$ cat src/common/mul_consts.svh
`ifndef MUL_CONSTS_SVH
`define MUL_CONSTS_SVH

// Operand width of the array multiplier
`define MUL_OP_W 16

// One lane in split mode, two lanes per operand
`define MUL_LANE_W 8

// One partial-product row per bit of b
`define MUL_ROWS `MUL_OP_W

// Rows folded in by each carry-save stage
`define MUL_ROWS_PER_STAGE 8

`endif
$ cat src/common/mul_pkg.sv
`include "mul_consts.svh"

package mul_pkg;

   // One operand word
   typedef logic [`MUL_OP_W-1:0] operand_t;

   // Half an operand, split mode
   typedef logic [`MUL_LANE_W-1:0] lane_t;

   // Full-width product, also used for the sum and carry vectors
   typedef logic [2*`MUL_OP_W-1:0] product_t;

   // Masked partial product, not yet shifted into place
   typedef logic [`MUL_OP_W-1:0] pp_row_t;

   // Row r carries a & b[r]
   typedef pp_row_t [`MUL_ROWS-1:0] pp_matrix_t;

endpackage

$ cat src/common/csa_bus_if.sv
`timescale 1ns/1ps

// One multiplication in flight between two pipeline stages
interface csa_bus_if;

   logic                valid;
   logic                para_mode;   // Debug only, masking already applied
   mul_pkg::pp_matrix_t pp;          // Rows still to be folded in
   mul_pkg::product_t   sum;
   mul_pkg::product_t   carry;       // Unshifted, bit i weighs 2**(i+1)

   modport src (
      output valid,
      output para_mode,
      output pp,
      output sum,
      output carry
   );

   modport dst (
      input valid,
      input para_mode,
      input pp,
      input sum,
      input carry
   );

endinterface

$ cat src/verilog/array_mul_top.sv
`timescale 1ns/1ps
`include "mul_consts.svh"

module array_mul_top import mul_pkg::*; (
   input  logic     clk,
   input  logic     arst_n,
   input  logic     in_valid,
   input  logic     para_mode,
   input  operand_t a,
   input  operand_t b,
   output logic     out_valid,
   output product_t p
);

   csa_bus_if pp_bus ();    // Matrix, nothing reduced yet
   csa_bus_if mid_bus ();   // Low block of rows folded in
   csa_bus_if red_bus ();   // All rows folded in

   // Stage 1
   pp_gen_stage pp_gen_stage_i (
      .clk       (clk),
      .arst_n    (arst_n),
      .in_valid  (in_valid),
      .para_mode (para_mode),
      .a         (a),
      .b         (b),
      .out_bus   (pp_bus.src)
   );

   // Stage 2, rows 0 to 7
   csa_row_stage #(
      .FIRST_ROW (0),
      .NUM_ROWS  (`MUL_ROWS_PER_STAGE)
   ) csa_row_stage_0_i (
      .clk     (clk),
      .arst_n  (arst_n),
      .in_bus  (pp_bus.dst),
      .out_bus (mid_bus.src)
   );

   // Stage 3, rows 8 to 15
   csa_row_stage #(
      .FIRST_ROW (`MUL_ROWS_PER_STAGE),
      .NUM_ROWS  (`MUL_ROWS_PER_STAGE)
   ) csa_row_stage_1_i (
      .clk     (clk),
      .arst_n  (arst_n),
      .in_bus  (mid_bus.dst),
      .out_bus (red_bus.src)
   );

   // Stage 4
   cpa_stage cpa_stage_i (
      .clk       (clk),
      .arst_n    (arst_n),
      .in_bus    (red_bus.dst),
      .out_valid (out_valid),
      .p         (p)
   );

endmodule

$ cat src/array_mul/cpa_stage.sv
`timescale 1ns/1ps
`include "mul_consts.svh"

module cpa_stage import mul_pkg::*; (
   input  logic     clk,
   input  logic     arst_n,
   csa_bus_if.dst   in_bus,
   output logic     out_valid,
   output product_t p
);

   localparam int PW = 2 * `MUL_OP_W;

   product_t c_shift;
   product_t p_next;

   assign c_shift = {in_bus.carry[PW-2:0], 1'b0};

   // Ripple row, last stage of the array
   always_comb begin
      logic cy;
      cy = 1'b0;
      for (int i = 0; i < PW; i++) begin
         p_next[i] = in_bus.sum[i] ^ c_shift[i] ^ cy;
         cy        = (in_bus.sum[i] & c_shift[i])
                   | (in_bus.sum[i] & cy)
                   | (c_shift[i] & cy);
      end
   end

   always_ff @(posedge clk or negedge arst_n) begin
      if (!arst_n) begin
         out_valid <= 1'b0;
      end else begin
         out_valid <= in_bus.valid;
      end
   end

   always_ff @(posedge clk) begin
      if (in_bus.valid) begin
         p <= p_next;   // Carry out of the top bit is always zero
      end
   end

endmodule

$ cat src/array_mul/csa_row_stage.sv
`timescale 1ns/1ps
`include "mul_consts.svh"

module csa_row_stage import mul_pkg::*; #(
   parameter int FIRST_ROW = 0,
   parameter int NUM_ROWS  = `MUL_ROWS_PER_STAGE
) (
   input  logic   clk,
   input  logic   arst_n,
   csa_bus_if.dst in_bus,
   csa_bus_if.src out_bus
);

   localparam int PW = 2 * `MUL_OP_W;

   product_t   sum_chain   [NUM_ROWS+1];
   product_t   carry_chain [NUM_ROWS+1];
   pp_matrix_t pp_left;
   logic       valid_q;
   logic       mode_q;
   product_t   sum_q;
   product_t   carry_q;
   pp_matrix_t pp_q;

   assign sum_chain[0]   = in_bus.sum;
   assign carry_chain[0] = in_bus.carry;

   // One carry-save row per partial product
   for (genvar k = 0; k < NUM_ROWS; k++) begin : g_row
      product_t addend;
      product_t c_in;
      product_t s_in;

      assign addend = product_t'(in_bus.pp[FIRST_ROW+k]) << (FIRST_ROW + k);
      assign c_in   = {carry_chain[k][PW-2:0], 1'b0};   // Carries weigh one bit up
      assign s_in   = sum_chain[k];

      // Full adder on every bit position
      assign sum_chain[k+1]   = s_in ^ c_in ^ addend;
      assign carry_chain[k+1] = (s_in & c_in)
                              | (s_in & addend)
                              | (c_in & addend);
   end

   // Rows of this block are spent
   always_comb begin
      pp_left = in_bus.pp;
      for (int r = FIRST_ROW; r < FIRST_ROW + NUM_ROWS; r++) begin
         pp_left[r] = '0;
      end
   end

   always_ff @(posedge clk or negedge arst_n) begin
      if (!arst_n) begin
         valid_q <= 1'b0;
      end else begin
         valid_q <= in_bus.valid;
      end
   end

   always_ff @(posedge clk) begin
      if (in_bus.valid) begin
         mode_q  <= in_bus.para_mode;
         sum_q   <= sum_chain[NUM_ROWS];
         carry_q <= carry_chain[NUM_ROWS];
         pp_q    <= pp_left;
      end
   end

   assign out_bus.valid     = valid_q;
   assign out_bus.para_mode = mode_q;
   assign out_bus.pp        = pp_q;
   assign out_bus.sum       = sum_q;
   assign out_bus.carry     = carry_q;

endmodule

$ cat src/array_mul/pp_gen_stage.sv
`timescale 1ns/1ps
`include "mul_consts.svh"

module pp_gen_stage import mul_pkg::*; (
   input  logic     clk,
   input  logic     arst_n,
   input  logic     in_valid,
   input  logic     para_mode,
   input  operand_t a,
   input  operand_t b,
   csa_bus_if.src   out_bus
);

   lane_t      a_lo;
   lane_t      a_hi;
   operand_t   a_low_rows;    // Multiplicand seen by rows of the low lane of b
   operand_t   a_high_rows;
   pp_matrix_t pp_next;
   logic       valid_q;
   logic       mode_q;
   pp_matrix_t pp_q;

   assign a_lo = a[`MUL_LANE_W-1:0];
   assign a_hi = a[`MUL_OP_W-1:`MUL_LANE_W];

   // Split mode keeps each lane product in its own half of p
   assign a_low_rows  = para_mode ? operand_t'(a_lo) : a;
   assign a_high_rows = para_mode ? {a_hi, {`MUL_LANE_W{1'b0}}} : a;

   // AND matrix
   always_comb begin
      for (int r = 0; r < `MUL_ROWS; r++) begin
         if (r < `MUL_LANE_W) begin
            pp_next[r] = a_low_rows & {`MUL_OP_W{b[r]}};
         end else begin
            pp_next[r] = a_high_rows & {`MUL_OP_W{b[r]}};
         end
      end
   end

   always_ff @(posedge clk or negedge arst_n) begin
      if (!arst_n) begin
         valid_q <= 1'b0;
      end else begin
         valid_q <= in_valid;
      end
   end

   always_ff @(posedge clk) begin
      if (in_valid) begin
         mode_q <= para_mode;
         pp_q   <= pp_next;
      end
   end

   assign out_bus.valid     = valid_q;
   assign out_bus.para_mode = mode_q;
   assign out_bus.pp        = pp_q;
   assign out_bus.sum       = '0;   // Nothing accumulated yet
   assign out_bus.carry     = '0;

endmodule

$ cat config.mk
export PLATFORM = sky130hd
export DESIGN_NAME = array_mul_top
export DESIGN_NICKNAME = d
export VERILOG_FILES = /design/src/common/mul_pkg.sv /design/src/common/csa_bus_if.sv /design/src/verilog/array_mul_top.sv /design/src/array_mul/cpa_stage.sv /design/src/array_mul/csa_row_stage.sv /design/src/array_mul/pp_gen_stage.sv
export VERILOG_INCLUDE_DIRS = /design/src /design/src/common
export SDC_FILE = /design/constraint.sdc
export NUM_CORES = 1
export LEC_CHECK = 0
export ABC_AREA = 1
export BUFFER_PORTS_ARGS = -buffer_cell sky130_fd_sc_hd__buf_2
export CORE_MARGIN = 1.5
export CORE_UTILIZATION = 67
export DETAILED_ROUTE_END_ITERATION = 12
export PLACE_DENSITY = 0.82
export SYNTH_ARGS = -nofsm -noshare
export SYNTH_HDL_FRONTEND = slang
export SYNTH_SLANG_ARGS = --single-unit
$ cat constraint.sdc
create_clock -name clk -period 11.3 [get_ports clk]
set_input_delay 0.565 -clock clk [delete_from_list [all_inputs] [get_ports clk]]
set_output_delay 0.565 -clock clk [all_outputs]
set_load 0.01 [all_outputs]
==> flow_summary.ini <==
[clocking]
clkLatencyLatePin_ns = 0.56
cts_max_level = 2
cts_tree = built
cts_buffers = 50
clk_path_buf_depth = 3
ctsResizeCount = 0
path_clk_slew_ns = 0.06
cts_setup_buffers = 0
cts_hold_buf = 1
cts.sinks = 504
cts_root_buffer = clkbuf_16

[routing]
drt_wl_total_um = 34700
vias_per_cell = 5.16
vias = 9869
wl_per_cell_um = 18.1
drt_iter0_markers = 719
postRouteAntennaNets = 0
first_pass_iters = 5
drc = 0

[setup_path]
path_class = reg -> reg
start_kind = flop
crit_path_max_fanout = 1
worstPathRequired_ns = 11.74
worstPathArrival_ns = 6.96
crit_path_end_kind = flop
r2r_slack_ns = 4.78

[placed_design]
place_congestion = 0.745
dp.final_hpwl_um = 22600
port_buffers = 68

[floorplan]
row_count = 66
coreArea_sq_um = 32600
die_x_um = 185
pin_count = 69
die_h_um = 185
initial_core_util_pct = 68.2
fp.dieArea_sq_um = 34300

[sta]
skew_ns = 0.0160
drv_slew = 0
worst_pin_slew_ns = 1.14
relSlewSlack_pct = 24.2
final-setup-viol-count = 0
rsz0062_at_grt = false
hold_viol = 0
period_share_pct = 57.7
period_minus_slack_ns = 6.52
fin_tns_setup_ns = 0
max_freq_mhz = 153

[layout]
area_growth_syn_to_layout_pct = 10.3
nFillCells = 1788
fin_nets = 1707
drive_gt1_share_pct = 10.1

[grt]
met2_usage_pct = 40.1
top_usage_layer = met2
grt.total_usage_pct = 22.0
use_met3_pct = 3.26
antenna_found_initial = 3
overflow = 0
grt_pass1_wl_um = 56600
grt_pass1_vias = 11200
grt_max_degree = 112
met1_usage_pct = 26.9

[yosys]
synth_area_leaders = edfxtp_1, fa_1, inv_1
syn_avg_cell_area_sq_um = 16.6
synth_cell_types = 11
synth_nets = 1615
synth_cells = 1339
yosysTopAreaCellShare_pct = 67.5
synth_ff_type = edfxtp_1
synth_edf_count = 500
yosysSeqAreaShare_pct = 67.9
yosys.area.top_type = edfxtp_1
yosys_register_bits = 504
ys_top_cells_by_count = edfxtp_1, inv_1, fa_1, nand2_1, nor2_1
synth_area_sq_um = 22300
async_reset_ff_share_pct = 0.794
yosysWarnings = 0
yosysMostFrequentCell = edfxtp_1

[min_path]
min_path_type = in -> async

[job]
maxCapViolations = 0

[status]
status = finished, final reports clean
-- placed cells by master, fill, tap and decap left out --
cell type,count
buf_8,1
clkbuf_16,50
edfxtp_1,500
inv_6,3
clkinv_1,15
nand2_1,134
dfrtp_2,1
inv_2,1
nand2_8,10
dfrtp_4,1
dlygate4sd3_1,1
clkinv_2,7
diode_2,2
inv_1,289
buf_4,4
bufinv_16,3
nor2_1,128
ha_1,16
clkinv_8,1
clkbuf_1,11
dfrtp_1,2
buf_2,67
fa_1,224
-- logic make-up after synthesis --
group,synth area share [%]
flops,67.9
buf+inv,5.70
simple gates,5.32
fa+ha+maj,21.1
-- cell type report --
cell class / instances / area, sq um / area share, %
Clock buffer: 61 / 1290 / 5.27
Tap cell: 442 / 553 / 2.25
Sequential cell: 504 / 15100 / 61.6
Timing Repair Buffer: 73 / 390 / 1.59
Inverter: 290 / 1090 / 4.44
Clock inverter: 29 / 224 / 0.913
Antenna cell: 2 / 5.00 / 0.0204
Multi-Input combinational cell: 512 / 5870 / 23.9
-- sequential cells by signal, summed over array words and instances, names as in the netlist, 15 cells and up --
register                         flops
csa_row_stage_1_i.out_bus.sum       31
pp_gen_stage_i.out_bus.pp          256
cpa_stage_i.p                       32
csa_row_stage_0_i.out_bus.carry     15
csa_row_stage_1_i.out_bus.carry     15
csa_row_stage_0_i.out_bus.sum       23
csa_row_stage_0_i.out_bus.pp       128
-- through the flow --
step           cell area (sq um)  utilization, %  std cells  hold slack [ns]  worst slack (ns)
2_1_floorplan              22300               -       1339            0.269              5.21
3_3_place_gp               23000            70.5       1820            0.369              5.01
3_5_place_dp               23000            70.5       1820            0.371              4.86
4_1_cts                    24500            75.2       1911            0.312              4.71
5_1_grt                    24500            75.2       1912            0.340              4.54
6_report                   24500            75.2       1913            0.336              4.78
-- critical path, cell delays in order, from the launching register on --
cell and delay [ns]:
edfxtp_1 0.37, ha_1 0.21, fa_1 0.38, fa_1 0.41, fa_1 0.40, fa_1 0.40, fa_1 0.40, fa_1 0.41
fa_1 0.41, fa_1 0.41, fa_1 0.40, fa_1 0.42, fa_1 0.43, fa_1 0.40, fa_1 0.39, inv_1 0.09
fa_1 0.41, inv_1 0.07
-- metal layers --
metal | vias to the layer above | share of wire [%] | routed length [um]
met5 | - | 0.075 | 26
met4 | 4 | 2.8 | 971
met3 | 77 | 3.7 | 1280
met2 | 201 | 56 | 19300
met1 | 5124 | 38 | 13100
li1 | 4463 | - | -
-- path summary, 6_finish.rpt --
path                                                          start                                 to  depth (start not counted)
worst min-delay path                                         arst_n       pp_gen_stage_i.out_bus.valid                          2
worst min register to register       pp_gen_stage_i.out_bus.pp[254]  csa_row_stage_0_i.out_bus.pp[254]                          0
max in group asynchronous                                    arst_n       pp_gen_stage_i.out_bus.valid                          2
worst max-delay path            csa_row_stage_1_i.out_bus.carry[15]                  cpa_stage_i.p[30]                         17
min in group clk                                              a[11]     pp_gen_stage_i.out_bus.pp[155]                          3
worst max register to register  csa_row_stage_1_i.out_bus.carry[15]                  cpa_stage_i.p[30]                         17
Power is left out: the tool's default activity adds up to more than one toggle a clock period on the data nets, which glitch-free logic cannot reach.
